[src/hw/ft_loop_pkg.sv]
`default_nettype none

package ft_loop_pkg;

	//====================================================================
	// Data widths
	//====================================================================

	// One byte on the FIFO chip data bus
	typedef logic [7:0] byte_t;

	// Length, service and payload words
	typedef logic [15:0] word_t;

	// Payload RAM word address
	typedef logic [10:0] ram_addr_t;

	//====================================================================
	// Frame constants
	//====================================================================

	// Start of frame, twelve of these in a row
	localparam byte_t HEADER_SYMBOL = 8'h55;
	localparam int    HEADER_COUNT  = 12;

	// End of frame
	localparam byte_t TRAILER_SYMBOL = 8'hAA;
	localparam int    TRAILER_COUNT  = 8;

	// Service code of an error reply
	localparam word_t ERROR_SERVICE = 16'hEEEE;

	// Length field covers length, service, payload and trailer
	localparam word_t MIN_LENGTH = 16'd12;

	// Payload buffer depth in words
	localparam int RAM_WORDS = 2048;

	// Receive side FSM
	typedef enum logic [2:0] {
		HUNT,
		LEN_LO,
		LEN_HI,
		SRV_LO,
		SRV_HI,
		PAYLOAD,
		TRAILER,
		HOLD
	} parser_state_t;

endpackage

`default_nettype wire

[src/hw/ft_tx_port.sv]
`default_nettype none

module ft_tx_port import ft_loop_pkg::*; #(
	parameter int WR_CYCLE        = 25,
	parameter int WR_STROBE_START = 5,
	parameter int WR_STROBE_STOP  = 15,
	parameter int WR_DRIVE_START  = 2,
	parameter int WR_DRIVE_STOP   = 22
) (
	input  wire logic  clk,
	input  wire logic  arst_n,
	input  wire logic  txe_n,
	output logic       wr,
	output byte_t      ft_data_out,
	output logic       ft_oe,
	input  wire byte_t tx_byte,
	input  wire logic  tx_valid,
	output logic       tx_ready,
	output logic       wr_busy
);

	localparam int CNT_W = $clog2(WR_CYCLE + 1);

	logic [1:0]       txe_sync;
	logic             busy;
	logic [CNT_W-1:0] cnt;

	// Two flops on txe_n, idle value is "chip full"
	always_ff @(posedge clk or negedge arst_n) begin
		if (!arst_n) begin
			txe_sync <= 2'b11;
		end else begin
			txe_sync <= {txe_sync[0], txe_n};
		end
	end

	// Accept only when idle and the chip has room
	assign tx_ready = !busy && !txe_sync[1];

	//====================================================================
	// Write cycle timer and strobes
	//====================================================================
	always_ff @(posedge clk or negedge arst_n) begin
		if (!arst_n) begin
			busy  <= 1'b0;
			cnt   <= '0;
			wr    <= 1'b0;
			ft_oe <= 1'b0;
		end else begin
			if (tx_valid && tx_ready) begin
				busy <= 1'b1;
				cnt  <= '0;
			end else if (busy && cnt == CNT_W'(WR_CYCLE)) begin
				busy <= 1'b0;
				cnt  <= '0;
			end else if (busy) begin
				cnt <= cnt + 1'b1;
			end
			// Chip latches on the falling edge of wr
			if (busy && cnt == CNT_W'(WR_STROBE_START)) wr <= 1'b1;
			else if (busy && cnt == CNT_W'(WR_STROBE_STOP)) wr <= 1'b0;
			// Bus drive wraps the whole wr pulse
			if (busy && cnt == CNT_W'(WR_DRIVE_START)) ft_oe <= 1'b1;
			else if (busy && cnt == CNT_W'(WR_DRIVE_STOP)) ft_oe <= 1'b0;
		end
	end

	// Byte held for the whole cycle
	always_ff @(posedge clk) begin
		if (tx_valid && tx_ready) begin
			ft_data_out <= tx_byte;
		end
	end

	assign wr_busy = busy;

endmodule

`default_nettype wire

[config.mk]
export PLATFORM = sky130hd
export DESIGN_NAME = ft_tx_port
export DESIGN_NICKNAME = d
export VERILOG_FILES = /design/src/hw/ft_loop_pkg.sv /design/src/hw/ft_tx_port.sv
export SDC_FILE = /design/constraint.sdc
export NUM_CORES = 1
export LEC_CHECK = 0
export BUFFER_PORTS_ARGS = -buffer_cell sky130_fd_sc_hd__clkbuf_2
export CAP_MARGIN = 25
export CORE_UTILIZATION = 40
export CTS_BUF_LIST = sky130_fd_sc_hd__clkbuf_4 sky130_fd_sc_hd__clkbuf_8
export DETAILED_ROUTE_END_ITERATION = 12
export PLACE_DENSITY_LB_ADDON = 0.08
export SLEW_MARGIN = 20
export SYNTH_ARGS = -nofsm -noshare
export SYNTH_HDL_FRONTEND = slang
export SYNTH_SLANG_ARGS = --single-unit
[constraint.sdc]
create_clock -name clk -period 2.61 [get_ports clk]
set_clock_uncertainty 0.2 [all_clocks]
set_input_delay 0 -clock clk [delete_from_list [all_inputs] [get_ports clk]]
set_output_delay 0 -clock clk [all_outputs]
set_load 0.05 [all_outputs]
==> results.tsv <==
stage	metric	value	unit
status	run_status	completed	
critical_path	setup.worst_path.start	cnt[0]	
floorplanning	rows	15	
global_route	grt_pass1_wl	2340	µm
global_route	grt_use_total	16.2	%
routing	final_antenna_net_count	0	
global_route	grt_max_degree	11	
placement	portBuffers	23	
logic_synthesis	synthCells	54	
power	p_leak	0.458	nW
floorplanning	die_h	45.5	µm
routing	drcViolationCount	0	
timing	slew_violations	0	
placement	dp_hpwl	909	µm
critical_path	critical_path_required	2.63	ns
cts	cts.sinks	18	
timing	finalHoldViolations	0	
critical_path	r2r_cells	4	
routing	drt_pass1_iterations	2	
logic_synthesis	ys_types	27	
finish	antenna_cells	0	
timing	finalCritPeriodShare	59.6	%
hold_path	hold_path.class	input port to asynchronous set/reset pin	
logic_synthesis	avgSynthCellArea	14.0	µm²
finish	area_growth	35.8	%
power	ir_drop	460	µV
timing	hold_slack	0.0176	ns
cts	htree_levels	1	
critical_path	rr_endpoint	cnt[4]	
cts	clock_path_buffers	2	
routing	wl_per_cell	11.9	µm
power	powerDensity	886	nW/µm²
floorplanning	die_area	2070	µm²
logic_synthesis	yosys.area.top_type_share	31.7	%
routing	via_per_inst	4.44	
cts	tritoncts	yes	
logic_synthesis	synth-seq-area-share	65.0	%
critical_path	worstSetupPathType	flop to flop	
routing	vias	515	
placement	place.gp.congestion	0.719	
cts	worstSkewPairLatency	0.29	ns
finish	postLayoutCellArea	1030	µm²
floorplanning	ioPinCount	24	
critical_path	endpoint_kind	flop	
global_route	antenna_found_initial	0	
finish	final_common_cell	clkbuf_2	
floorplanning	core	1750	µm²
timing	worst_slew_pin_slew	0.386	ns
logic_synthesis	synth_fp_nets	70	
critical_path	startpoint_type	flop	
finish	drive_gt1_share	36.3	%
timing	tns	0	ns
timing	fmax	643	MHz
logic_synthesis	synth_warnings	0	
cts	root_buffer	clkbuf_4	
finish	final_cell_mix	clkbuf_2, dlygate4sd3_1, dfrtp_1, edfxtp_1	
timing	finalSetupViolations	0	
placement	dpl-instance-area	893	µm²
timing	relSlewSlack	74.2	%
finish	final_nets	108	
routing	routed_wl	1380	µm
floorplanning	die_w	45.5	µm
logic_synthesis	yosys.area.top_type	edfxtp_1	
timing	fin_crit	1.56	ns
cts	cts-buffers-inserted	3	
routing	drt_iter0_drc	3	
global_route	overflow	0	
flow_run	drv_cap	0	
logic_synthesis	netlist_area	758	µm²
critical_path	r2r-start	cnt[0]	
critical_path	worstPathArrival	1.58	ns
critical_path	path_max_fanout	5	
global_route	grt_pass1_vias	513	
logic_synthesis	ys_seq_elements	18	
floorplanning	start_util	43.4	%
power	finalPower	912	µW
logic_synthesis	synthTopCellsByArea	edfxtp_1, dfrtp_1, dfstp_2	
timing	rsz0062_at_grt	no	
critical_path	rrSetupSlack	1.05	ns
cts	clkTransAtPathRegs	0.10	ns
-- synthesized netlist by cell type --
master,number
a21oi_1,1
and2_1,1
and3_2,1
and4bb_1,1
buf_6,1
dfrtp_1,8
dfstp_2,2
edfxtp_1,8
ha_1,4
inv_1,3
mux2i_1,1
nand2_1,4
nand2_2,1
nand2b_1,2
nand2b_2,1
nand3_1,1
nand4b_1,1
nor2_1,2
nor2_2,1
nor2b_1,1
nor3_1,1
o21ai_0,1
o21bai_1,1
o2bb2ai_1,3
o2bb2ai_2,1
o31ai_1,1
xor2_1,1
-- worst max-delay path by stage --
stage,slack (ns),cells after the start,endpoint
2_1_floorplan,0.50,3,ft_data_out[0]
3_3_place_gp,1.07,4,cnt[4]
3_5_place_dp,1.07,4,cnt[4]
4_1_cts,1.05,4,cnt[4]
5_1_grt,0.92,4,cnt[4]
6_report,1.05,4,cnt[4]
-- critical path, stage by stage (launching register included) --
cell	delay, ns
dfrtp_1	0.43
ha_1	0.26
and3_2	0.22
ha_1	0.26
o2bb2ai_1	0.12
-- state kept, by name (all words and copies together), names as in the netlist --
register and flops:
wr 1, ft_data_out 8, ft_oe 1, cnt 5, txe_sync 2, wr_busy 1
-- per-stage QoR --
stage | setup WS [ns] | util, % | instances
4_1_cts | 1.05 | 59.0 | 116
2_1_floorplan | 0.499 | - | 54
3_3_place_gp | 1.07 | 51.2 | 101
3_5_place_dp | 1.07 | 51.2 | 101
6_report | 1.05 | 59.0 | 116
5_1_grt | 0.917 | 59.0 | 116
-- layout make-up --
| cell class | count | area (µm²) |
|---|---|---|
| clock buffers | 3 | 22.5 |
| repair buffers | 34 | 225 |
| flip-flops and latches | 18 | 493 |
| inverters | 3 | 11.3 |
| multi-input cells | 32 | 243 |
| fillers | 147 | 716 |
| well taps | 25 | 31.3 |
| clock inverters | 1 | 3.75 |
-- cell families (layout without fill, tap and decap cells) --
family          Yosys count  count (layout)  share of synthesized area, %
flops                    18              18                          65.0
simple gates             18              18                          14.2
compound gates            8               8                          8.75
fa+ha+maj                 4               4                          6.60
buf+inv                   4              41                          2.97
xor+xnor                  1               1                          1.16
mux                       1               1                          1.32
-- layer usage --
layer	share of wire, %	GRT usage, %
met1	49	21.9
met2	46	25.4
met3	4.1	3.97
met4	0.51	5.45
met5	0	0
-- where the power goes --
group          switching [mW]  internal (mW)  leakage (nW)
clock                  0.0836         0.0555        0.0154
combinational           0.207          0.127         0.255
sequential             0.0761          0.363         0.187
-- what timing repair did --
| item | 4_1_cts | 5_1_grt |
|---|---|---|
| buffers inserted | 0 | 0 |
| hold endpoints to repair | 19 | 0 |
| hold buffers | 11 | 0 |
| resized for setup | 0 | 0 |
No activity file was read; power rests on OpenSTA's default activity.
