$ cat config.mk
export PLATFORM = sky130hd
export DESIGN_NAME = ft_rx_port
export DESIGN_NICKNAME = d
export VERILOG_FILES = /design/src/hw/ft_loop_pkg.sv /design/src/hw/ft_rx_port.sv
export SDC_FILE = /design/constraint.sdc
export NUM_CORES = 1
export LEC_CHECK = 0
export ABC_AREA = 1
export BUFFER_PORTS_ARGS = -buffer_cell sky130_fd_sc_hd__buf_2
export CORE_UTILIZATION = 45
export CTS_CLUSTER_DIAMETER = 100
export DETAILED_ROUTE_END_ITERATION = 7
export GPL_ROUTABILITY_DRIVEN = 1
export MAX_ROUTING_LAYER = met4
export PLACE_DENSITY = 0.71
export SLEW_MARGIN = 25
export SYNTH_ARGS = -nofsm -noshare
export SYNTH_HDL_FRONTEND = slang
export SYNTH_SLANG_ARGS = --single-unit
$ cat constraint.sdc
create_clock -name clk -period 3.1 [get_ports clk]
set_input_delay 0.31 -clock clk [delete_from_list [all_inputs] [get_ports clk]]
set_output_delay 0.31 -clock clk [all_outputs]
set_load 0.005 [all_outputs]
$ cat src/hw/ft_loop_pkg.sv
`default_nettype none

package ft_loop_pkg;

	//====================================================================
	// Data widths
	//====================================================================

	// One byte on the FIFO chip data bus
	typedef logic [7:0] byte_t;

	// Length, service and payload words
	typedef logic [15:0] word_t;

	// Payload RAM word address
	typedef logic [10:0] ram_addr_t;

	//====================================================================
	// Frame constants
	//====================================================================

	// Start of frame, twelve of these in a row
	localparam byte_t HEADER_SYMBOL = 8'h55;
	localparam int    HEADER_COUNT  = 12;

	// End of frame
	localparam byte_t TRAILER_SYMBOL = 8'hAA;
	localparam int    TRAILER_COUNT  = 8;

	// Service code of an error reply
	localparam word_t ERROR_SERVICE = 16'hEEEE;

	// Length field covers length, service, payload and trailer
	localparam word_t MIN_LENGTH = 16'd12;

	// Payload buffer depth in words
	localparam int RAM_WORDS = 2048;

	// Receive side FSM
	typedef enum logic [2:0] {
		HUNT,
		LEN_LO,
		LEN_HI,
		SRV_LO,
		SRV_HI,
		PAYLOAD,
		TRAILER,
		HOLD
	} parser_state_t;

endpackage

`default_nettype wire

$ cat src/hw/ft_rx_port.sv
`default_nettype none

module ft_rx_port import ft_loop_pkg::*; #(
	parameter int RD_CYCLE        = 25,
	parameter int RD_STROBE_START = 2,
	parameter int RD_STROBE_STOP  = 12,
	parameter int RD_SAMPLE       = 9
) (
	input  wire logic  clk,
	input  wire logic  arst_n,
	input  wire logic  rxf_n,
	output logic       rd_n,
	input  wire byte_t ft_data_in,
	output byte_t      rx_byte,
	output logic       rx_valid,
	input  wire logic  rx_ready,
	output logic       rd_busy
);

	localparam int CNT_W = $clog2(RD_CYCLE + 1);

	logic [1:0]       rxf_sync;
	logic             busy;
	logic             start;
	logic [CNT_W-1:0] cnt;
	logic             rd_strobe;

	// Two flops on rxf_n, idle value is "no data"
	always_ff @(posedge clk or negedge arst_n) begin
		if (!arst_n) begin
			rxf_sync <= 2'b11;
		end else begin
			rxf_sync <= {rxf_sync[0], rxf_n};
		end
	end

	// New read only when the chip has data and the parser can take it
	assign start = !busy && !rxf_sync[1] && rx_ready;

	//====================================================================
	// Read cycle timer
	//====================================================================

	// Counts 0 to RD_CYCLE, so RD_CYCLE+1 clocks per byte
	always_ff @(posedge clk or negedge arst_n) begin
		if (!arst_n) begin
			busy <= 1'b0;
			cnt  <= '0;
		end else if (start) begin
			busy <= 1'b1;
			cnt  <= '0;
		end else if (busy) begin
			if (cnt == CNT_W'(RD_CYCLE)) begin
				busy <= 1'b0;
				cnt  <= '0;
			end else begin
				cnt <= cnt + 1'b1;
			end
		end
	end

	// Read strobe window
	always_ff @(posedge clk or negedge arst_n) begin
		if (!arst_n) begin
			rd_strobe <= 1'b0;
		end else if (busy && cnt == CNT_W'(RD_STROBE_START)) begin
			rd_strobe <= 1'b1;
		end else if (busy && cnt == CNT_W'(RD_STROBE_STOP)) begin
			rd_strobe <= 1'b0;
		end
	end

	// Byte valid on the cycle after the sample point
	always_ff @(posedge clk or negedge arst_n) begin
		if (!arst_n) begin
			rx_valid <= 1'b0;
		end else begin
			rx_valid <= busy && cnt == CNT_W'(RD_SAMPLE);
		end
	end

	// Sample the bus while rd_n is still low
	always_ff @(posedge clk) begin
		if (busy && cnt == CNT_W'(RD_SAMPLE)) begin
			rx_byte <= ft_data_in;
		end
	end

	assign rd_n    = !rd_strobe;
	assign rd_busy = busy;

endmodule

`default_nettype wire

==> metrics.sh <==
LAYOUT.NETS=112
AVGROUTEDWIREPERCELL_UM=11.67
FLOORPLAN.INITIALDENSITY_PCT=49.60
DIE-WIDTH_UM=43.45
POST_CTS_RESIZED=0
DPL_CELL_AREA_SQ_UM=892.1
SYNTH.DISTINCT_CELLS=18
YOSYS_WARNINGS=0
POST-ROUTE-WORST-SETUP-SLACK_NS=1.453
YS_SEQ_AREA_SHARE_PCT=63.75
TRITONCTS_NUM_SINKS=18
DRV.MAX_CAP_VIOLATION_COUNT=0
MAX_SLEW.WORST_PIN.SLEW_NS=0.6333
FINAL_DESIGN_AREA_NO_FILL_SQ_UM=938.4
CRITPATHKIND='reg2reg'
ANTENNA_FOUND_INITIAL=0
CTS_MAX_PATH_BUFFERS=2
DIE_H_UM=43.45
SYN_AREA_SQ_UM=773.2
WORST_HOLD_SLACK_NS=0.1025
GRT_USAGE_PCT=17.02
WORST_VDD_IR_mV=0.5543
CRITICAL_PATH.CELL_CHAIN='inv_1 -> ha_1 -> nand3_2 -> nor2_1'
HTREE_LEVELS=1
DRT_FIRST_ITER_VIOLATIONS=18
FLOORPLAN.DIE_AREA_SQ_MM=0.001888
DP_SLACK_NS=1.438
SYN-NUM-NETS=85
ROUTE.DETAILED.VIAS_PER_INST=4.865
TRITONCTS.NUM_BUFFERS=3
POSTROUTEANTENNANETS=0
FLOORPLAN.CORE_AREA_SQ_MM=0.001559
CPPEAKSTAGEDELAY_NS=0.52
PLACE.DETAILED.HPWL_UM=926.4
GP_ROUTABILITY_CONGESTION=0.7973
FLOW.AREA_GROWTH_FROM_SYNTHESIS_PCT=21.36
SETUP_VIOL_COUNT_FINAL=0
FINAL_CYCLE_UTILIZATION_OF_THE_CRITICAL_PATH_PCT=53.14
SYNTHESIS.INSTANCES=69
RUN_STATUS='finished, violations left'
SETUP.WORST_PATH.START_CLASS='register'
CLOCK_SLEW_AT_REPORTED_PATH_FFS_NS=0.10
POST-CTS-SETUP-BUFFERS=0
CRIT_SLOWEST_CELL='sky130_fd_sc_hd__nor2_1'
TRITONCTS='built'
CRITPATHTOPFAMILY='simple AND/OR/NAND/NOR gates'
SETUP_REPAIR_AFTER_GLOBAL_ROUTING_MISSED_ITS_MARGIN='no'
WORST-PATH-MAX-FANOUT=9
INSERTEDDIODECOUNT=0
GRT_START_MAX_NET_PINS=11
PORT_BUFFERS=22
DRT_PRE_ANTENNA_ITERS=6
WORSTPATHBUFFERINVERTERCOUNT=1
SYN_AVG_CELL_AREA_SQ_UM=11.21
FAILED_CHECKS='design-rule violations'
REPORT.FINAL.HOLD_VIOL_COUNT=0
VIAS=540
POWER.STATIC_LEAKAGE_uW=0.0004836
WORSTSKEWPAIRLATENCY_NS=0.29
REMAINING_OVERFLOW_GRT=0
CTS-ROOT-BUF='sky130_fd_sc_hd__clkbuf_4'
NUMBER_OF_SYNTHESIZED_REGISTER_BITS=18
NUM_ROWS=14
DETAIL_ROUTE.DRC_VIOLATIONS=9
REQUIRED_NS=3.04
SETUP.WORST_PATH.END_CLASS='register'
WORST_CLOCK_SKEW_NS=0.003500
POWER_DENSITY_OF_THE_PLACED_CELLS_mW_PER_MM2=799.7
MAX_FREQ_GHz=0.6070
FIN_SETUP_TNS_NS=0
GRT_PASS1_WL_MM=2.228
FIN_CRIT_PERIOD_NS=1.647
WORST_EP_ARRIVAL_TIME_NS=1.58
WL_MM=1.295
CTSHOLDBUFFERS=1
FRACTION_OF_LAYOUT_CELLS_WITH_A_SIZE_SUFFIX_ABOVE_1_PCT=35.79
MAXSLEWHEADROOM_PCT=57.63
TIMING.HOLD.WORST.CLASS='in2reg'
FIRST_GLOBAL_VIAS=528
FILLCELLCOUNT=129
SLEW_VIOLATIONS=0
FLOORPLAN.IO_PINS=23
DESIGN_POWER_TOTAL_uW=750.4
==> through the flow <==
stage	util, %	std cells
after floorplan	-	69
after global placement	57.22	106
after detailed placement	57.22	106
after CTS	60.19	111
after global routing	60.19	111
final	60.19	111
==> power breakdown <==
part,internal [uW],switching [uW],total [uW]
Combinational,96.0,136,232
Clock,71.6,70.5,142
Sequential,309,67.2,377
==> path summary, 6_finish.rpt <==
check,start,end,cells past startpoint,slack [ns]
worst min register to register,rxf_sync[0]$_DFF_PN1_,rxf_sync[1]$_DFF_PN1_,0,0.37
worst max register to register,cnt[1]$_DFFE_PN0P_,rx_byte[5]$_DFFE_PP_,4,1.45
min in group asynchronous,arst_n,cnt[2]$_DFFE_PN0P_,2,0.39
worst max-delay path,cnt[1]$_DFFE_PN0P_,rx_byte[5]$_DFFE_PP_,4,1.45
max in group asynchronous,arst_n,rxf_sync[1]$_DFF_PN1_,2,2.45
worst min-delay path,rxf_n,rxf_sync[0]$_DFF_PN1_,1,0.10
==> cell type report <==
class | count | area [sq um] | share of cell area (%)
sequential | 18 | 493.0 | 52.53
timing repair buffer | 23 | 120.1 | 12.80
inverter | 9 | 33.78 | 3.600
tap | 16 | 20.02 | 2.133
multi-input combinational | 41 | 235.2 | 25.07
clock buffer | 4 | 36.28 | 3.867
==> layer usage <==
layer,share of wire (%),global-route usage (%),vias up
met1,40,18.18,234
met5,0,-,-
met4,2.4,9.375,0
li1,-,-,274
met3,8.6,4.583,5
met2,49,28.48,27
==> Yosys cell counts, drive strengths merged <==
master | number | area share (%)
nor2 | 2 | 1.9
dfstp | 2 | 6.8
nand3b | 1 | 0.97
edfxtp | 8 | 31
buf | 1 | 1.5
nand2 | 24 | 13
a21oi | 1 | 0.65
xor2 | 1 | 1.1
nand4 | 3 | 2.4
dfrtp | 8 | 26
inv | 9 | 4.4
nand3 | 5 | 3.9
ha | 4 | 6.5
==> placed cells by master (no fill, tap or decap) <==
| master | instances |
|---|---|
| sky130_fd_sc_hd__nand4_1 | 3 |
| sky130_fd_sc_hd__xor2_1 | 1 |
| sky130_fd_sc_hd__dfrtp_1 | 8 |
| sky130_fd_sc_hd__a21oi_1 | 1 |
| sky130_fd_sc_hd__nor2_1 | 1 |
| sky130_fd_sc_hd__clkbuf_4 | 3 |
| sky130_fd_sc_hd__clkbuf_8 | 1 |
| sky130_fd_sc_hd__nor2_4 | 1 |
| sky130_fd_sc_hd__ha_1 | 4 |
| sky130_fd_sc_hd__buf_2 | 22 |
| sky130_fd_sc_hd__inv_1 | 7 |
| sky130_fd_sc_hd__nand3_2 | 1 |
| sky130_fd_sc_hd__nand3_1 | 4 |
| sky130_fd_sc_hd__edfxtp_1 | 8 |
| sky130_fd_sc_hd__nand2_4 | 1 |
| sky130_fd_sc_hd__dlygate4sd3_1 | 1 |
| sky130_fd_sc_hd__nand2_1 | 22 |
| sky130_fd_sc_hd__nand2_2 | 1 |
| sky130_fd_sc_hd__inv_2 | 2 |
| sky130_fd_sc_hd__nand3b_1 | 1 |
| sky130_fd_sc_hd__dfstp_2 | 2 |
==> flip-flops by register name (all words and copies together) (netlist names) <==
signal / count
rx_valid: 1
cnt: 5
rd_strobe: 1
rx_byte: 8
rd_busy: 1
rxf_sync: 2
==> kinds of logic after synthesis <==
group / count (synthesis) / share of synthesized area [%]
xor gates and xnor gates: 1 / 1.133
DFF: 18 / 63.75
buffers and inverters: 10 / 5.826
AOI/OAI and AO/OA: 1 / 0.6466
adders and majority gates: 4 / 6.473
and+or+nand+nor: 35 / 22.17
Note: power is estimated with default switching activity, not from simulation.
