## config.mk

```make
export PLATFORM = sky130hd
export DESIGN_NAME = packet_parser
export DESIGN_NICKNAME = d
export VERILOG_FILES = /design/src/hw/ft_loop_pkg.sv /design/src/hw/packet_parser.sv
export SDC_FILE = /design/constraint.sdc
export NUM_CORES = 1
export LEC_CHECK = 0
export BUFFER_PORTS_ARGS = -buffer_cell sky130_fd_sc_hd__buf_4
export CORE_AREA = 2 2 83 164
export CTS_BUF_LIST = sky130_fd_sc_hd__clkbuf_8
export DETAILED_ROUTE_END_ITERATION = 12
export DIE_AREA = 0 0 85 166
export GPL_TIMING_DRIVEN = 0
export PLACE_DENSITY_LB_ADDON = 0.25
export SLEW_MARGIN = 20
export SYNTH_ARGS = -nofsm -noshare
export SYNTH_HDL_FRONTEND = slang
export SYNTH_SLANG_ARGS = --single-unit
```

## constraint.sdc

```tcl
create_clock -name clk -period 2.05 [get_ports clk]
set_input_delay 0.41 -clock clk [delete_from_list [all_inputs] [get_ports clk]]
set_output_delay 0.41 -clock clk [all_outputs]
set_load 0.05 [all_outputs]
```

## src/hw/ft_loop_pkg.sv

```systemverilog
`default_nettype none

package ft_loop_pkg;

	//====================================================================
	// Data widths
	//====================================================================

	// One byte on the FIFO chip data bus
	typedef logic [7:0] byte_t;

	// Length, service and payload words
	typedef logic [15:0] word_t;

	// Payload RAM word address
	typedef logic [10:0] ram_addr_t;

	//====================================================================
	// Frame constants
	//====================================================================

	// Start of frame, twelve of these in a row
	localparam byte_t HEADER_SYMBOL = 8'h55;
	localparam int    HEADER_COUNT  = 12;

	// End of frame
	localparam byte_t TRAILER_SYMBOL = 8'hAA;
	localparam int    TRAILER_COUNT  = 8;

	// Service code of an error reply
	localparam word_t ERROR_SERVICE = 16'hEEEE;

	// Length field covers length, service, payload and trailer
	localparam word_t MIN_LENGTH = 16'd12;

	// Payload buffer depth in words
	localparam int RAM_WORDS = 2048;

	// Receive side FSM
	typedef enum logic [2:0] {
		HUNT,
		LEN_LO,
		LEN_HI,
		SRV_LO,
		SRV_HI,
		PAYLOAD,
		TRAILER,
		HOLD
	} parser_state_t;

endpackage

`default_nettype wire

```

## src/hw/packet_parser.sv

```systemverilog
`default_nettype none

module packet_parser import ft_loop_pkg::*; (
	input  wire logic  clk,
	input  wire logic  arst_n,
	input  wire byte_t rx_byte,
	input  wire logic  rx_valid,
	output logic       rx_ready,
	output logic       wr_en,
	output ram_addr_t  wr_addr,
	output word_t      wr_data,
	output logic       reply_valid,
	input  wire logic  reply_ready,
	output word_t      reply_length,
	output word_t      reply_service,
	output logic       reply_error,
	output logic       packet_active
);

	localparam int HDR_W = $clog2(HEADER_COUNT);
	localparam int TRL_W = $clog2(TRAILER_COUNT);

	parser_state_t    state;
	logic [HDR_W-1:0] hdr_cnt;
	logic [TRL_W-1:0] trl_cnt;
	word_t            pay_left;
	ram_addr_t        word_addr;
	logic             error_q;
	word_t            length_q;
	word_t            service_q;
	byte_t            low_byte;
	word_t            length_in;
	logic             trl_bad;

	// Full length as seen on the high byte
	assign length_in = {rx_byte, length_q[7:0]};
	assign trl_bad   = rx_byte != TRAILER_SYMBOL;

	//====================================================================
	// Frame FSM
	//====================================================================
	always_ff @(posedge clk or negedge arst_n) begin
		if (!arst_n) begin
			state     <= HUNT;
			hdr_cnt   <= '0;
			trl_cnt   <= '0;
			pay_left  <= '0;
			word_addr <= '0;
			error_q   <= 1'b0;
		end else begin
			case (state)
				HUNT: if (rx_valid) begin
					// Consecutive 0x55 run, anything else starts over
					if (rx_byte != HEADER_SYMBOL) begin
						hdr_cnt <= '0;
					end else if (hdr_cnt == HDR_W'(HEADER_COUNT - 1)) begin
						hdr_cnt   <= '0;
						trl_cnt   <= '0;
						word_addr <= '0;
						error_q   <= 1'b0;
						state     <= LEN_LO;
					end else begin
						hdr_cnt <= hdr_cnt + 1'b1;
					end
				end
				LEN_LO: if (rx_valid) state <= LEN_HI;
				LEN_HI: if (rx_valid) begin
					pay_left <= length_in - MIN_LENGTH;
					// Short or odd length ends the frame at once
					if (length_in < MIN_LENGTH || length_in[0]) begin
						error_q <= 1'b1;
						state   <= HOLD;
					end else begin
						state <= SRV_LO;
					end
				end
				SRV_LO: if (rx_valid) state <= SRV_HI;
				SRV_HI: if (rx_valid) begin
					state <= (pay_left == '0) ? TRAILER : PAYLOAD;
				end
				PAYLOAD: if (rx_valid) begin
					pay_left <= pay_left - 1'b1;
					// Odd count left means a high byte and a finished word
					if (pay_left[0]) begin
						word_addr <= word_addr + 1'b1;
					end
					if (pay_left == 16'd1) begin
						state <= TRAILER;
					end
				end
				TRAILER: if (rx_valid) begin
					if (trl_bad) begin
						error_q <= 1'b1;
					end
					trl_cnt <= trl_cnt + 1'b1;
					if (trl_cnt == TRL_W'(TRAILER_COUNT - 1)) begin
						state <= HOLD;
					end
				end
				// Wait for the sender to latch the result
				HOLD: if (reply_ready) state <= HUNT;
				default: state <= HUNT;
			endcase
		end
	end

	// Field and payload byte capture
	always_ff @(posedge clk) begin
		if (rx_valid && state == LEN_LO) length_q[7:0] <= rx_byte;
		if (rx_valid && state == LEN_HI) length_q[15:8] <= rx_byte;
		if (rx_valid && state == SRV_LO) service_q[7:0] <= rx_byte;
		if (rx_valid && state == SRV_HI) service_q[15:8] <= rx_byte;
		if (rx_valid && state == PAYLOAD && !pay_left[0]) low_byte <= rx_byte;
	end

	// RAM write on the high byte, lands on the next edge
	assign wr_en   = rx_valid && state == PAYLOAD && pay_left[0];
	assign wr_addr = word_addr;
	assign wr_data = {rx_byte, low_byte};

	assign rx_ready      = state != HOLD;
	assign reply_valid   = state == HOLD;
	assign reply_length  = length_q;
	assign reply_service = service_q;
	assign reply_error   = error_q;
	assign packet_active = state inside {LEN_LO, LEN_HI, SRV_LO, SRV_HI, PAYLOAD, TRAILER};

endmodule

`default_nettype wire

```

==> results of run 1 <==
## cells by family (layout without fill, tap and decap cells)
family | after synthesis | after routing | share of synthesized area, %
multiplexers | 3 | 3 | 0.8628
XOR/XNOR | 11 | 11 | 2.461
adder cells (fa/ha/maj) | 8 | 8 | 2.557
flip-flops | 78 | 78 | 54.97
buffers and inverters | 33 | 129 | 4.762
AO/OA/AOI/OAI | 100 | 100 | 15.88
AND/OR/NAND/NOR | 130 | 130 | 18.50
## worst register-to-register path, delay by kind of cell, from the launching register on
family          cells  cell delay (ps)
simple gates        3              880
buf+inv             1              150
flops               1              460
compound gates      2              370
## where the power goes
group | switching [mW] | internal (mW) | leakage, nW | total, mW
clock network | 0.604 | 0.566 | 0.0960 | 1.17
registers | 0.359 | 2.00 | 0.842 | 2.36
logic | 1.69 | 0.930 | 1.09 | 2.62
## through the flow
step                instances  hold slack [ps]  TNS [ps]
finish                    611            14.88         0
global route              611            57.66    -120.0
CTS                       605            34.29    -361.0
detailed placement        590            436.9     -5313
global placement          590            434.0     -7526
floorplan                 363            114.4    -38.41
## layer usage
metal | global-route usage, % | share of wire [%] | vias to the layer above
met5 | 0 | 0 | -
met4 | 8.627 | 3.9 | 0
met3 | 2.584 | 4.7 | 25
met2 | 27.28 | 53 | 113
met1 | 16.41 | 39 | 1573
li1 | - | - | 1529
## final timing paths
check | end | cells past startpoint | startpoint
setup / recovery | wr_en | 6 | state[2]
hold / removal | pay_left[12] | 1 | arst_n
setup reg to reg | pay_left[14] | 6 | pay_left[8]
hold reg to reg | hdr_cnt[2] | 1 | hdr_cnt[2]
max in group asynchronous | state[0] | 1 | arst_n
min in group clk | reply_service[14] | 1 | rx_byte[6]
## synth_stat cells, drive strengths merged, types with 3 or more instances
cell type	instances
a21oi	20
a2bb2oi	3
a31oi	4
and3	9
buf	13
clkbuf	11
dfrtp	38
edfxtp	40
ha	8
inv	9
mux2	3
nand2	32
nand3	9
nand3b	3
nand4	3
nor2	25
nor2b	5
nor3	12
nor3b	3
nor4	5
nor4b	5
o21ai	41
o22a	3
o22ai	3
o31a	3
o31ai	4
or3	5
xnor2	5
xor2	6
## state kept, by name, indices dropped and copies added (netlist names)
name           flops
hdr_cnt            4
low_byte           8
pay_left          16
reply_error        1
reply_length      16
reply_service     16
state              3
trl_cnt            3
wr_addr           11
## final cells by class
cell class	instances	area (um2)	area share [%]
buffer	22	158.9	3.147
tap	152	190.2	3.766
clock inverter	7	72.57	1.437
sequential	78	2157	42.72
multi-input combinational	252	1694	33.55
clock buffer	9	123.9	2.453
timing repair buffer	82	619.3	12.26
inverter	9	33.78	0.6690
## repair_timing
| action | in CTS | in global routing |
|---|---|---|
| resized for setup | 12 | 13 |
| endpoints found under the setup margin | 40 | 27 |
| pin swaps | 0 | 0 |
| setup buffers | 1 | 6 |
==> summary.txt, run 1 <==
Outcome
  • Status: complete, no violations

GRT
  • First-pass GRT wire length: between 15000 and 20000 um
  • Global route overflow: 0
  • Largest net degree at the start of global routing: 39
  • Vias in the first global route: 3277
  • Total track usage: 15.22%
  • Initial antenna violation count: 0

Floorplanning
  • Row cnt: 59
  • Initial Utilization: 30.31%
  • Top-level I/O count: 76
  • Die Y: 166 um
  • Core box area: 12920 um2
  • Die area: between 10000 and 15000 um2
  • Die W: about 85 um

STA
  • Fin Clk Skew: 5.108 ps
  • Fmax: 492.4 MHz
  • Final hold viol count: 0
  • RSZ-0062 raised after global routing: true
  • Final WS setup: 19.24 ps
  • Period utilization: around 100%
  • Slew @ Worst Pin: 553.8 ps
  • Max Slew Vio Count: 0
  • Worst rel slew slack: 62.80%
  • Final setup viols: 0
  • Fin crit period: 2031 ps

Setup path
  • Critical Path RT: 1640 ps
  • CP endpoint kind: primary output
  • Critical path's largest stage delay: 350 ps
  • Crit Path Max Fanout: 10
  • Slowest stage cell, crit path: dfrtp_1
  • WP data arrival: between 1500 and 2000 ps
  • Critical path buffers and inverters: 4
  • R2R setup slack: approximately 70 ps
  • Kind of critical path: flip-flop to primary output
  • CP delay by family, top: buffers and inverters
  • Critical-path cell list: clkbuf_4 -> and3b_1 -> clkbuf_8 -> nand3_4 -> inv_2 -> buf_6
  • Crit start category: flip-flop

Yosys
  • Post-Synthesis Cell Area: 3915 um2
  • Syn_nets: roughly 380
  • Async SR Flop Fraction: 48.72%
  • Largest cells by area after synthesis: edfxtp_1 (31%), dfrtp_1 (24%), o21ai_0 (5.0%), nand2_1 (3.1%), a21oi_1 (2.6%)
  • Top-area cell type share of the netlist area: a little under a third
  • Seq/Total Area, Yosys: between 50% and 60%
  • Synth cell types: 63
  • Avg Cell Area, Syn: about 11 um2
  • Primary FF master, synth: edfxtp_1
  • Cell taking the most area after synthesis: edfxtp_1
  • Flops & latches, synth: 78
  • Yosys warnings: 0
  • Number of synthesized flops with an enable pin: 40
  • Syn Inst Count: between 300 and 400

Power
  • Total power draw: 6.148 mW
  • Leakage power figure: 2.030 nW
  • Max VDD drop: 0.5982 mV
  • PD cells: 1217 nW/um2

Flow run
  • Max_cap viols: 0

Detailed routing
  • Via/cell ratio: roughly 5.3
  • Residual DRC count: 0
  • Vias: between 3k and 4k
  • DRT Wirelength: 10670 um
  • Drt first-iter violations: between 200 and 250
  • WL/cell: about 17 um
  • First drt pass iteration count: 5
  • ANT nets after route: 0

Cells and area
  • Post-layout nets: ~470
  • Design area: 5050 um2
  • Final core utilization: approximately 39%
  • Number of diodes: 0
  • Fraction of layout instances using a drive strength above 1: 32.90%
  • Synth-to-Final Area Change: 28.99%
  • Most frequent cells in the layout: buf_4 (89), edfxtp_1 (40), o21ai_0 (38), dfrtp_1 (34), nand2_1 (31)
  • Fill count: 1254
  • Commonest non-fill, non-tap cell in the layout: buf_4

Placement
  • Pre-CTS WS: -490.5 ps
  • Final HPWL DP: 7820 um
  • Placed cell area: 4708 um2
  • GPL Wtd Cong: ~0.8
  • IO buf count: 75

Hold path
  • Worst hold path type: primary input to asynchronous set/reset pin

Clocking
  • CTS Hold Buffers Added: 0
  • CTS tree: built
  • Clock buffer depth: 2
  • CTS clk-pin slew, worst paths: ~80 ps
  • Root Driver: clkbuf_8
  • Num CTS Buffers: 9
  • TritonCTS Sinks: 78
  • Worst-skew pair later-pin latency: 360 ps
  • Htree depth: 3
No activity file was read; power rests on OpenSTA's default activity.
==> run 2, diff against run 1 <==
--- a/config.mk
+++ b/config.mk
@@ -12,6 +12,7 @@
 export DIE_AREA = 0 0 85 166
 export GPL_TIMING_DRIVEN = 0
 export PLACE_DENSITY_LB_ADDON = 0.25
+export REMOVE_ABC_BUFFERS = 1
 export SLEW_MARGIN = 20
 export SYNTH_ARGS = -nofsm -noshare
 export SYNTH_HDL_FRONTEND = slang
==> summary.txt, run 2 (same netlist as run 1, synthesis figures left out) <==
Clocking
  • CTS Hold Buffers Added: 0 (unchanged)
  • TritonCTS Sinks: 78 (unchanged)
  • Htree depth: 3 (unchanged)
  • CTS clk-pin slew, worst paths: 80 ps (about the same)
  • Num CTS Buffers: 9 (unchanged)
  • Worst-skew pair later-pin latency: 350 ps (was 360 ps)
  • CTS tree: built (unchanged)
  • Root Driver: clkbuf_8 (unchanged)
  • Clock buffer depth: 2 (unchanged)

STA
  • Final setup viols: 0 (unchanged)
  • Period utilization: 97.62% (was 99.06%)
  • Worst rel slew slack: 55.02% (was 62.80%)
  • Slew @ Worst Pin: 671.7 ps (was 553.8 ps)
  • RSZ-0062 raised after global routing: true (unchanged)
  • Fmax: 499.7 MHz (was 492.4 MHz)
  • Max Slew Vio Count: 0 (unchanged)
  • Fin Clk Skew: 8.346 ps (was 5.108 ps)
  • Final hold viol count: 0 (unchanged)
  • Fin crit period: 2001 ps (was 2031 ps)

Cells and area
  • Number of diodes: 0 (unchanged)
  • Synth-to-Final Area Change: 26.49% (was 28.99%)
  • Fraction of layout instances using a drive strength above 1: 31.18% (was 32.90%)
  • Commonest non-fill, non-tap cell in the layout: buf_4 (unchanged)
  • Post-layout nets: 464 (was 474)
  • Final core utilization: 38.33% (was 39.09%)
  • Most frequent cells in the layout: buf_4 (89), edfxtp_1 (40), o21ai_0 (39), dfrtp_1 (34), nand2_1 (31) (was buf_4 (89), edfxtp_1 (40), o21ai_0 (38), dfrtp_1 (34), nand2_1 (31))
  • Post-Layout Cell Count: 601 (was 611)

Power
  • Leakage power figure: 1.985 nW (was 2.030 nW)
  • PD cells: 1224 nW/um2 (was 1217 nW/um2)
  • Total power draw: 6.062 mW (was 6.148 mW)
  • Max VDD drop: 0.4668 mV (was 0.5982 mV)

GRT
  • First-pass GRT wire length: 16480 um (was 17040 um)
  • GR peak layer: met2 (unchanged)
  • Global route overflow: 0 (unchanged)
  • Total track usage: 14.72% (was 15.22%)
  • Largest net degree at the start of global routing: 39 (unchanged)
  • M3 GR Usage: 2.237% (was 2.584%)
  • Met1 usage: 15.58% (was 16.41%)
  • Met2 usage: 27.48% (was 27.28%)
  • Initial antenna violation count: 0 (unchanged)
  • Vias in the first global route: 3151 (was 3277)

Setup path
  • Crit start category: flip-flop (unchanged)
  • R2r startpoint: reply_length[6] (was pay_left[8])
  • Critical Path RT: 1640 ps (about the same)
  • Kind of critical path: flip-flop to primary output (unchanged)
  • End of the critical path: wr_en (unchanged)
  • Crit Path Max Fanout: 6 (was 10)
  • WP data arrival: 1590 ps (was 1620 ps)
  • CP endpoint kind: primary output (unchanged)
  • R2R setup slack: 110 ps (was 70 ps)
  • R2R cell count: 5 (was 6)
  • Reg-to-Reg End: pay_left[14] (unchanged)
  • Worst Setup SP: state[1] (was state[2])

Hold path
  • Worst hold path type: primary input to asynchronous set/reset pin (unchanged)

Detailed routing
  • First drt pass iteration count: 6 (was 5)
  • DRT Wirelength: 10510 um (was 10670 um)
  • Residual DRC count: 0 (unchanged)
  • WL/cell: 17.48 um (was 17.47 um)
  • ANT nets after route: 0 (unchanged)
  • Drt first-iter violations: 222 (was 209)
  • Via/cell ratio: 5.341 (was 5.303)
  • Vias: 3210 (was 3240)

Floorplanning
  • Row cnt: 59 (unchanged)
  • Die W: 85 um (unchanged)
  • Die area: 14110 um2 (unchanged)
  • Die Y: 166 um (unchanged)
  • Core box area: 12920 um2 (unchanged)
  • Top-level I/O count: 76 (unchanged)
  • Initial Utilization: 30.31% (unchanged)

Flow run
  • Max_cap viols: 0 (unchanged)

Placement
  • Final HPWL DP: 7314 um (was 7820 um)
  • IO buf count: 75 (unchanged)
  • GPL Wtd Cong: 0.8258 (was 0.8140)
  • Placed Cells: 566 (was 590)

Outcome
  • Status: complete, no violations (unchanged)
-- run 2: cell types whose count changed in the layout (fill, tap and decap cells not counted), sizes merged --
cell / delta
nand3b: +1
bufinv: -1
buf: -5
and3b: +1
clkbuf: -7
inv: +1
-- run 2: final cells by class --
type	instances	area (um2)
repair buffers	92	691.9
fillers	1258	7966
multi-input cells	254	1709
well taps	152	190.2
flip-flops and latches	78	2165
clock inverters	7	36.28
clock buffers	9	123.9
inverters	9	36.28
-- run 2: timing repair --
action | CTS | global route
cloned | 2 | 0
buffers inserted | 3 | 14
setup endpoints to repair | 39 | 38
resized for setup | 13 | 19
pin swaps | 0 | 2
-- run 2: where the power goes --
group	total [mW]	leakage, nW	switching (mW)	internal [mW]
Clock	0.981	0.0888	0.559	0.422
Sequential	2.45	0.842	0.436	2.02
Combinational	2.63	1.05	1.65	0.977
-- run 2: worst min path at each step --
stage                      end  startpoint  slack, ps  cells past startpoint
finish              wr_addr[3]      arst_n         30                      1
CTS                 wr_addr[3]      arst_n         40                      1
floorplan           hdr_cnt[0]      arst_n        110                      0
global placement    wr_addr[3]      arst_n        430                      1
global route        wr_addr[3]      arst_n         50                      1
detailed placement  wr_addr[3]      arst_n        430                      1
-- run 2: through the flow --
stage / hold slack (ps) / TNS [ps] / setup slack, ps / cell area (um2)
global placement: 425.5 / -23490 / -862.9 / 4516
detailed placement: 426.3 / -19060 / -867.1 / 4524
global route: 52.68 / -3.460 / -3.460 / 4952
CTS: 40.28 / -885.7 / -109.6 / 4761
finish: 29.20 / 0 / 48.73 / 4952
floorplan: 114.4 / -1412 / -192.1 / 3762
-- run 2: per-layer routing --
layer / part of all wire, % / up-vias
met5: 0 / -
met4: 2.8 / 0
met3: 4.6 / 17
met2: 56 / 101
met1: 37 / 1582
li1: - / 1510
-- run 2: critical path: stages, from the launching register on --
cell     delay [ps]
dfrtp_4         520
and3b_4         330
nand3_4         120
inv_4           110
buf_6           160
