### src/hw/ft_loop_pkg.sv
`default_nettype none

package ft_loop_pkg;

	//====================================================================
	// Data widths
	//====================================================================

	// One byte on the FIFO chip data bus
	typedef logic [7:0] byte_t;

	// Length, service and payload words
	typedef logic [15:0] word_t;

	// Payload RAM word address
	typedef logic [10:0] ram_addr_t;

	//====================================================================
	// Frame constants
	//====================================================================

	// Start of frame, twelve of these in a row
	localparam byte_t HEADER_SYMBOL = 8'h55;
	localparam int    HEADER_COUNT  = 12;

	// End of frame
	localparam byte_t TRAILER_SYMBOL = 8'hAA;
	localparam int    TRAILER_COUNT  = 8;

	// Service code of an error reply
	localparam word_t ERROR_SERVICE = 16'hEEEE;

	// Length field covers length, service, payload and trailer
	localparam word_t MIN_LENGTH = 16'd12;

	// Payload buffer depth in words
	localparam int RAM_WORDS = 2048;

	// Receive side FSM
	typedef enum logic [2:0] {
		HUNT,
		LEN_LO,
		LEN_HI,
		SRV_LO,
		SRV_HI,
		PAYLOAD,
		TRAILER,
		HOLD
	} parser_state_t;

endpackage

`default_nettype wire

### src/hw/reply_sender.sv
`default_nettype none

module reply_sender import ft_loop_pkg::*; (
	input  wire logic  clk,
	input  wire logic  arst_n,
	input  wire logic  reply_valid,
	output logic       reply_ready,
	input  wire word_t reply_length,
	input  wire word_t reply_service,
	input  wire logic  reply_error,
	output ram_addr_t  rd_addr,
	input  wire word_t rd_data,
	output byte_t      tx_byte,
	output logic       tx_valid,
	input  wire logic  tx_ready
);

	// Header plus a 16 bit length needs 17 bits of index
	localparam int IDX_W     = 17;
	localparam int PAY_START = HEADER_COUNT + 4;

	logic             active;
	logic             take;
	logic             load;
	logic [IDX_W-1:0] idx;
	logic [IDX_W-1:0] pay_end;
	logic [IDX_W-1:0] last_idx;
	logic             in_payload;
	word_t            len_q;
	word_t            srv_q;
	byte_t            hi_hold;
	byte_t            next_byte;

	assign reply_ready = !active;
	assign take        = reply_valid && !active;
	// One cycle between bytes to build the next one
	assign load        = active && !tx_valid;

	// Payload ends where the trailer starts
	assign pay_end    = IDX_W'(len_q) + IDX_W'(HEADER_COUNT - TRAILER_COUNT);
	assign last_idx   = IDX_W'(len_q) + IDX_W'(HEADER_COUNT - 1);
	assign in_payload = idx >= IDX_W'(PAY_START) && idx < pay_end;

	//====================================================================
	// Byte select
	//====================================================================
	always_comb begin
		if (idx < IDX_W'(HEADER_COUNT)) begin
			next_byte = HEADER_SYMBOL;
		end else if (idx == IDX_W'(HEADER_COUNT)) begin
			next_byte = len_q[7:0];
		end else if (idx == IDX_W'(HEADER_COUNT + 1)) begin
			next_byte = len_q[15:8];
		end else if (idx == IDX_W'(HEADER_COUNT + 2)) begin
			next_byte = srv_q[7:0];
		end else if (idx == IDX_W'(HEADER_COUNT + 3)) begin
			next_byte = srv_q[15:8];
		end else if (in_payload) begin
			// Even index is the low byte, straight from RAM
			next_byte = idx[0] ? hi_hold : rd_data[7:0];
		end else begin
			next_byte = TRAILER_SYMBOL;
		end
	end

	//====================================================================
	// Sequencer
	//====================================================================
	always_ff @(posedge clk or negedge arst_n) begin
		if (!arst_n) begin
			active   <= 1'b0;
			tx_valid <= 1'b0;
			idx      <= '0;
			rd_addr  <= '0;
		end else if (take) begin
			active  <= 1'b1;
			idx     <= '0;
			rd_addr <= '0;
		end else if (load) begin
			tx_valid <= 1'b1;
			// Low byte taken, start fetching the next word
			if (in_payload && !idx[0]) begin
				rd_addr <= rd_addr + 1'b1;
			end
		end else if (tx_valid && tx_ready) begin
			tx_valid <= 1'b0;
			if (idx == last_idx) begin
				active <= 1'b0;
			end else begin
				idx <= idx + 1'b1;
			end
		end
	end

	// Reply fields and outgoing byte
	always_ff @(posedge clk) begin
		if (take) begin
			len_q <= reply_error ? MIN_LENGTH : reply_length;
			srv_q <= reply_error ? ERROR_SERVICE : reply_service;
		end
		if (load) begin
			tx_byte <= next_byte;
			// Keep the high half while rd_addr moves on
			if (in_payload && !idx[0]) begin
				hi_hold <= rd_data[15:8];
			end
		end
	end

endmodule

`default_nettype wire

### config.mk
export PLATFORM = sky130hd
export DESIGN_NAME = reply_sender
export DESIGN_NICKNAME = d
export VERILOG_FILES = /design/src/hw/ft_loop_pkg.sv /design/src/hw/reply_sender.sv
export SDC_FILE = /design/constraint.sdc
export NUM_CORES = 1
export LEC_CHECK = 0
export ABC_AREA = 1
export BUFFER_PORTS_ARGS = -buffer_cell sky130_fd_sc_hd__clkbuf_2
export CAP_MARGIN = 25
export CORE_MARGIN = 4
export CORE_UTILIZATION = 35
export CTS_CLUSTER_SIZE = 30
export DETAILED_ROUTE_END_ITERATION = 6
export REMOVE_ABC_BUFFERS = 1
export SETUP_SLACK_MARGIN = 0.05
export SYNTH_ARGS = -nofsm -noshare
export SYNTH_HDL_FRONTEND = slang
export SYNTH_SLANG_ARGS = --single-unit
### constraint.sdc
create_clock -name clk -period 3.2 [get_ports clk]
set_clock_uncertainty 0.05 [all_clocks]
set_input_delay 0.64 -clock clk [delete_from_list [all_inputs] [get_ports clk]]
set_output_delay 0.64 -clock clk [all_outputs]
set_load 0.02 [all_outputs]
==> results of run 1 <==
## layer usage
| layer | wire length [um] | part of all wire, % | vias up | track usage, % |
|---|---|---|---|---|
| li1 | - | - | 2376 | - |
| met3 | 727 | 5.3 | 15 | 3.326 |
| met4 | 204 | 1.5 | 0 | 4.201 |
| met2 | 6522 | 47 | 123 | 27.31 |
| met1 | 6322 | 46 | 2076 | 20.94 |
| met5 | 0 | 0 | - | 0 |
## stage by stage
step	instances	hold slack [ps]	cell area, um2	util (%)	setup slack (ps)
5_1_grt	954	392.7	6327	42.89	43.35
6_report	954	324.2	6327	42.89	287.4
3_3_place_gp	931	476.9	5944	40.29	142.6
3_5_place_dp	931	481.0	5944	40.29	116.0
4_1_cts	947	352.3	6260	42.43	70.31
2_1_floorplan	660	294.4	5244	-	76.45
## power by group
group          switching, mW  leakage, nW  total (mW)  internal, mW
logic                  0.443         2.07       0.694         0.251
registers              0.119        0.825        1.30          1.18
clock network          0.418        0.152        1.10         0.682
total                  0.980         3.05        3.09          2.11
## registers in the layout, indices dropped and copies added, names as in the netlist
name      cells
active        1
hi_hold       8
len_q        16
tx_byte       8
srv_q        16
rd_addr      11
idx          17
tx_valid      1
## cell families after synthesis
| logic type | after synthesis | synth area share (%) |
|---|---|---|
| AND/OR/NAND/NOR | 362 | 30.90 |
| buffers and inverters | 116 | 8.571 |
| flip-flops | 78 | 40.92 |
| AO/OA/AOI/OAI | 54 | 5.651 |
| XOR/XNOR | 44 | 7.193 |
| adder cells (fa/ha/maj) | 25 | 5.838 |
| multiplexers | 5 | 0.9342 |
## cells in the mapped netlist, types with 2 or more instances
cell | count | share of area (%)
inv_1 | 90 | 6.3
xnor2_1 | 14 | 2.3
or2_2 | 22 | 2.6
ha_1 | 25 | 5.8
o21ai_0 | 33 | 3.1
nand3_1 | 59 | 5.5
xor2_1 | 30 | 4.9
nor3_2 | 2 | 0.37
buf_1 | 2 | 0.14
o22ai_1 | 3 | 0.35
buf_2 | 10 | 0.93
nand3b_1 | 4 | 0.56
nand4_1 | 19 | 2.2
clkbuf_1 | 8 | 0.56
dfrtp_1 | 30 | 14
clkbuf_2 | 3 | 0.28
nor3_1 | 10 | 0.93
nand2_2 | 7 | 0.82
a21oi_1 | 11 | 1.0
o21bai_1 | 2 | 0.28
nor2_2 | 5 | 0.58
nand2_1 | 145 | 10
nor2_1 | 79 | 5.5
edfxtp_1 | 48 | 27
nor4_1 | 5 | 0.58
mux2i_1 | 5 | 0.93
a21o_1 | 2 | 0.28
## what timing repair did
| item | in CTS | in global routing |
|---|---|---|
| setup buffers | 0 | 6 |
| gates resized for setup | 0 | 7 |
| endpoints found under the setup margin | 0 | 27 |
| hold buffers | 0 | 0 |
## layout make-up
| class | instances | area (um2) | share of cell area (%) |
|---|---|---|---|
| clock inverters | 6 | 86.33 | 1.364 |
| well taps | 184 | 230.2 | 3.639 |
| repair buffers | 93 | 519.2 | 8.206 |
| multi-input cells | 491 | 2725 | 43.07 |
| flip-flops and latches | 78 | 2192 | 34.64 |
| clock buffers | 10 | 229.0 | 3.619 |
| inverters | 92 | 345.3 | 5.458 |
## path summary, 6_finish.rpt
check | endpoint
worst max-delay path | tx_byte[2]
worst min-delay path | rd_addr[9]
worst max register to register | tx_byte[2]
worst min register to register | active
max in group asynchronous | idx[8]
min in group clk | hi_hold[2]
==> Implementation_results.wiki, run 1 <==
{| class="wikitable"
! Metric !! Value
|-
| Result of the run || finished clean
|-
| RD Place Congestion || between 0.8 and 0.9
|-
| Number of violations of the max-capacitance limit || 0
|-
| Type of the tightest min-delay check || in2async
|-
| Number of distinct library cell variants in the gate-level netlist after synthesis || 38
|-
| Critical Path Sink Type || register
|-
| Vertical die dimension || between 100 and 150 um
|-
| Mean cell area of the mapped netlist || 7.833 um2
|-
| Total power divided by cell area || 488.5 nW/um2
|-
| Post-route ant nets || 0
|-
| Initial antenna violation count || 0
|-
| Arrival time worst endpoint || 3070 ps
|-
| Number of clock sinks || slightly below 80
|-
| Worst slew margin relative to its limit || 46.97%
|-
| Nature of the critical path startpoint || register
|-
| Crit path kind || reg2reg
|-
| Crit Path Max Fanout || 5
|-
| # H-tree levels || 3
|-
| Cell seen most often among critical-path stages || nand2_1
|-
| Register-to-Register Setup Slack || about 290 ps
|-
| Delay-heaviest family, CP || simple AND/OR/NAND/NOR gates
|-
| Detailed Place HPWL || 10350 um
|-
| Final sum of negative setup slack || 0 ps
|-
| Synthesis Warnings || 0
|-
| Clock tree from TritonCTS || built
|-
| Total Routing Usage GR || 16.07%
|-
| Most used cells in the layout excluding fill and tap cells || 146 x nand2_1, 90 x inv_1, 75 x nor2_1
|-
| Io pins || 74
|-
| Maximum vdd drop || 0.0002386 V
|-
| Iteration-0 DRC count of the detailed router || 302
|-
| CP startpoint || len_q[2]
|-
| Row Count || between 40 and 50
|-
| DR pass1 iterations || 4
|-
| Achievable Freq || 0.3433 GHz
|-
| Signed area change from the synthesized netlist to the final layout || 18.10%
|-
| Via count of the first global-routing pass || 4365
|-
| Register bit total from synthesis || 78
|-
| CORE AREA || about 15000 um2
|-
| Data required time at the worst endpoint || about 3400 ps
|-
| Critical R2R Launch || len_q[2]
|-
| Width of the chip || 131.7 um
|-
| Number of cells on the worst reg-to-reg path || 18
|-
| Number of enable flip-flop cells after synthesis || 48
|-
| DR WL/cell || 14.44 um
|-
| Part of the Yosys area used for sequential elements || 40.92%
|-
| Remaining routing DRC violations || 0
|-
| Number of buffer and inverter stages on the critical path || 1
|-
| Number of vias in the routed layout || 4590
|-
| Slowest cell delay on critical path || 440 ps
|-
| Net total in the final layout || 843
|-
| Num CTS Buffers || 9
|-
| Root cell of the clock tree || clkbuf_16
|-
| Design Power || around 3.1 mW
|-
| Final global-route overflow total || 0
|-
| Synthesized instance count || 684
|-
| Pin count of the biggest net entering global routing || 40
|-
| Layout fillers || ~1500
|-
| Clock Pin Slew Worst Setup and Hold Paths || 60 ps
|-
| Final WL || 13780 um
|-
| CP cell instances || buf_4 > ha_1 > nand3_2 > nor2_1 > xnor2_1 > ha_1 > nand2_1 > nor2_1 > and2_1 > nand2_1 > nand2_1 > nor2_2 > nand2_2 > o21ai_0 > nand2_1 > nand3_1 > nand3_1 > nand2_1
|-
| Effective utilization at floorplan || about 36%
|-
| Ratio of cells with drive above 1 in the final layout || 20.13%
|-
| Final count of hold timing violations || 0
|-
| Measured slew at the worst slew-check pin || 795.5 ps
|-
| Final worst-path cycle share || between 90% and 100%
|-
| Final setup vio count || 0
|-
| Share of synthesized registers carrying an async set or reset || 38.46%
|-
| Die ar. || 17350 um2
|-
| Maximum clock path buffer count || 2
|-
| Clock latency on the worst-skew pair || about 340 ps
|-
| Pins Over Slew Limit || 0
|-
| Top FF cell, synth || edfxtp_1
|-
| Ratio of routed vias to standard cells || 4.811
|-
| Antenna diode instance count || 0
|-
| Post-Synthesis Cell Area || 5358 um2
|-
| Final min period || 2913 ps
|-
| RSZ-0062 raised after global routing || false
|-
| Count of input and output buffers || 73
|-
| Commonest non-fill, non-tap cell in the layout || nand2_1
|-
| First-pass GRT wire length || 22500 um
|-
| Critical-path cell with the highest stage delay || edfxtp_1
|-
| Number of cells on the critical path || 18
|-
| Leak Pwr || roughly 3.0 nW
|}
Note: power is estimated with default switching activity, not from simulation.
==> run 2, diff against run 1 <==
--- a/config.mk
+++ b/config.mk
@@ -17,3 +17,4 @@
 export SYNTH_ARGS = -nofsm -noshare
 export SYNTH_HDL_FRONTEND = slang
 export SYNTH_SLANG_ARGS = --single-unit
+export TNS_END_PERCENT = 1
==> constraint.sdc (replaced) <==
create_clock -name clk -period 2.4 [get_ports clk]
set_clock_uncertainty 0.05 [all_clocks]
set_input_delay 0.48 -clock clk [delete_from_list [all_inputs] [get_ports clk]]
set_output_delay 0.48 -clock clk [all_outputs]
set_load 0.02 [all_outputs]
==> run 2 against run 1 <==
  * The run now ends with negative setup slack left
  * Critical path depth fell by 1
  * Combinational power rose by 48%
  * Sequential power rose by 31%
  * Sequential share of layout area fell by 3.5 points
  * Fmax rose by 2.8%
  * Sequential cell count did not move
  * Largest power group unchanged
==> Implementation_results.wiki, run 2 (synthesized netlist as in run 1, its figures left out) <==
{| class="wikitable"
! Metric !! Value
|-
| Num CTS Buffers || 9 (unchanged)
|-
| Total Routing Usage GR || 16.90% (was 16.07%)
|-
| Maximum vdd drop || 0.0004867 V (was 0.0002386 V)
|-
| Count of input and output buffers || 73 (unchanged)
|-
| Io pins || 74 (unchanged)
|-
| Via count of the first global-routing pass || 4752 (was 4365)
|-
| Clock latency on the worst-skew pair || 340 ps (about the same)
|-
| Pin count of the biggest net entering global routing || 40 (unchanged)
|-
| Number of violations of the max-capacitance limit || 0 (unchanged)
|-
| Vertical die dimension || 131.7 um (unchanged)
|-
| Flip-flop count of the largest register after layout || 17 (unchanged)
|-
| DR WL/cell || 14.18 um (was 14.44 um)
|-
| Routing usage on met2 || 28.25% (was 27.31%)
|-
| DR pass1 iterations || 5 (was 4)
|-
| Seq. cell area || 2192 um2 (unchanged)
|-
| Crit path kind || reg2reg (unchanged)
|-
| Met3 track utilization from global routing || 2.064% (was 3.326%)
|-
| Detailed Place HPWL || 11100 um (was 10350 um)
|-
| Width of the chip || 131.7 um (unchanged)
|-
| Net total in the final layout || 913 (was 843)
|-
| Root cell of the clock tree || clkbuf_16 (unchanged)
|-
| Logic pwr share || 25.1% (was 22.5%)
|-
| Clock Pin Slew Worst Setup and Hold Paths || 60 ps (about the same)
|-
| Most used cells in the layout excluding fill and tap cells || 133 x nand2_1, 85 x inv_1, 81 x buf_4 (was 146 x nand2_1, 90 x inv_1, 75 x nor2_1)
|-
| Ratio of cells with drive above 1 in the final layout || 30.95% (was 20.13%)
|-
| Switching power || 1.324 mW (was 0.9803 mW)
|-
| Layout fillers || 1463 (was 1536)
|-
| Arrival time worst endpoint || 2850 ps (was 3070 ps)
|-
| Sw frac || 32.28% (was 31.71%)
|-
| M1 GR Usage || 22.80% (was 20.94%)
|-
| Data required time at the worst endpoint || 2410 ps (was 3350 ps)
|-
| Design Power || 4.101 mW (was 3.091 mW)
|-
| Critical Path Sink Type || register (unchanged)
|-
| Die ar. || 17350 um2 (unchanged)
|-
| Pins Over Slew Limit || 0 (unchanged)
|-
| Number of standard cells in the final layout excluding fillers || 1024 (was 954)
|-
| Final global-route overflow total || 0 (unchanged)
|-
| CORE AREA || 14750 um2 (unchanged)
|-
| Initial antenna violation count || 0 (unchanged)
|-
| Commonest non-fill, non-tap cell in the layout || nand2_1 (unchanged)
|-
| Remaining routing DRC violations || 0 (unchanged)
|-
| Final WL || 14520 um (was 13780 um)
|-
| Area taken by multi-input logic gates || 2902 um2 (was 2725 um2)
|-
| Type of the tightest min-delay check || in2async (unchanged)
|-
| Maximum clock path buffer count || 2 (unchanged)
|-
| Result of the run || finished, violations left (was finished clean)
|-
| RSZ-0062 raised after global routing || true (was false)
|-
| Layer with the highest usage after global routing || met2 (unchanged)
|-
| # H-tree levels || 3 (unchanged)
|-
| Number of vias in the routed layout || 4841 (was 4590)
|-
| Relative contribution of the clock network to total power || 33.4% (was 35.6%)
|-
| Internal power summed over all cells || 2.778 mW (was 2.111 mW)
|-
| Ratio of routed vias to standard cells || 4.728 (was 4.811)
|-
| RD Place Congestion || 0.9034 (was 0.8748)
|-
| Signed area change from the synthesized netlist to the final layout || 31.53% (was 18.10%)
|-
| Final worst setup slack || -434.1 ps (was 287.4 ps)
|-
| Measured slew at the worst slew-check pin || 798.8 ps (was 795.5 ps)
|-
| Relative contribution of sequential cells to total power || 41.5% (was 42.0%)
|-
| Final sum of negative setup slack || -9635 ps (was 0 ps)
|-
| Clock tree from TritonCTS || built (unchanged)
|-
| Registers with the most flip-flops || idx x17, len_q x16, srv_q x16 (unchanged)
|-
| Number of cells on the worst reg-to-reg path || 17 (was 18)
|-
| Reg2reg end || hi_hold[1] (was tx_byte[2])
|-
| Failing checks || negative setup slack
|-
| Effective utilization at floorplan || 36.31% (unchanged)
|-
| Final min period || 2834 ps (was 2913 ps)
|-
| Critical R2R Launch || len_q[7] (was len_q[2])
|-
| Cells after DPL || 995 (was 931)
|-
| Number of clock sinks || 78 (unchanged)
|-
| Total power divided by cell area || 582.0 nW/um2 (was 488.5 nW/um2)
|-
| Row Count || 44 (unchanged)
|-
| Count of hold-fix buffers inserted at cts || 0 (unchanged)
|-
| Register-to-Register Setup Slack || -430 ps (was 290 ps)
|-
| Crit Path Max Fanout || 5 (unchanged)
|-
| Iteration-0 DRC count of the detailed router || 295 (was 302)
|-
| Achievable Freq || 0.3528 GHz (was 0.3433 GHz)
|-
| Register ranked first by flip-flop count || idx (unchanged)
|-
| Antenna diode instance count || 0 (unchanged)
|-
| Worst slew margin relative to its limit || 46.75% (was 46.97%)
|-
| First-pass GRT wire length || 23900 um (was 22500 um)
|-
| Final setup vio count || 27 (was 0)
|-
| Final worst-path cycle share || 118.1% (was 91.02%)
|-
| Nature of the critical path startpoint || register (unchanged)
|-
| Final count of hold timing violations || 0 (unchanged)
|-
| Post-route ant nets || 0 (unchanged)
|-
| Utilization after layout || 47.76% (was 42.89%)
|-
| Leak Pwr || 3.421 nW (was 3.049 nW)
|}
## run 2: cell types whose count changed in the layout (fill, tap and decap cells not counted), sizes merged
cell	delta
clkbuf	+1
bufinv	-1
clkinvlp	-1
inv	+2
buf	+70
clkinv	-1
## run 2: worst max-delay path by stage
stage,endpoint,cells past startpoint,slack [ps],from
2_1_floorplan,rd_addr[2],18,-590,len_q[4]
3_3_place_gp,tx_byte[1],17,-530,len_q[7]
3_5_place_dp,rd_addr[2],19,-600,len_q[7]
4_1_cts,tx_byte[5],19,-350,len_q[7]
5_1_grt,hi_hold[1],17,-580,len_q[7]
6_report,hi_hold[1],17,-430,len_q[7]
## run 2: power by group through the flow
stage	Combinational (mW)	Sequential (mW)	Clock (mW)
6_report	1.03	1.70	1.37
5_1_grt	1.17	1.72	1.45
4_1_cts	1.02	1.70	1.40
3_5_place_dp	1.01	1.73	0
3_3_place_gp	0.993	1.73	0
2_1_floorplan	0.490	1.84	0
## run 2: metrics by stage
step                setup WS [ps]  instance area (um2)  hold slack [ps]
detailed placement         -601.3                 6437            469.8
CTS                        -349.8                 6822            198.7
floorplan                  -585.3                 5244            134.4
global route               -577.8                 7047            236.3
global placement           -526.0                 6437            465.7
finish                     -434.1                 7047            167.1
## run 2: repair_timing
item,4_1_cts,5_1_grt
gates resized for setup,15,47
gates cloned,2,0
buffers inserted,4,7
pin swaps,2,26
endpoints found under the setup margin,44,45
## run 2: area by class of cell
class | count | area share, %
Inverter | 92 | 4.901
Multi-Input combinational cell | 491 | 41.18
Tap cell | 184 | 3.267
Sequential cell | 78 | 31.11
Timing Repair Buffer | 163 | 15.41
Clock buffer | 11 | 3.303
Clock inverter | 5 | 0.8345
## run 2: routing by layer
layer | part of all wire [%] | wire length (um) | vias to the layer above
met3 | 3.6 | 518 | 20
met1 | 46 | 6711 | 2211
met5 | 0 | 0 | -
met2 | 48 | 6984 | 93
li1 | - | - | 2517
met4 | 2.1 | 301 | 0
## run 2: worst max-delay path: stages (launching register included)
cell and delay, ps:
edfxtp_1 410, buf_6 130, nand2_4 50, nor2_4 120
nand3_4 110, buf_6 130, xor2_1 130, ha_1 320
nand2_1 70, nor2_1 40, and2_4 160, nand2_2 60
nand2_2 60, nor2_4 170, nand2_4 100, nor3_4 200
buf_6 150, buf_12 110
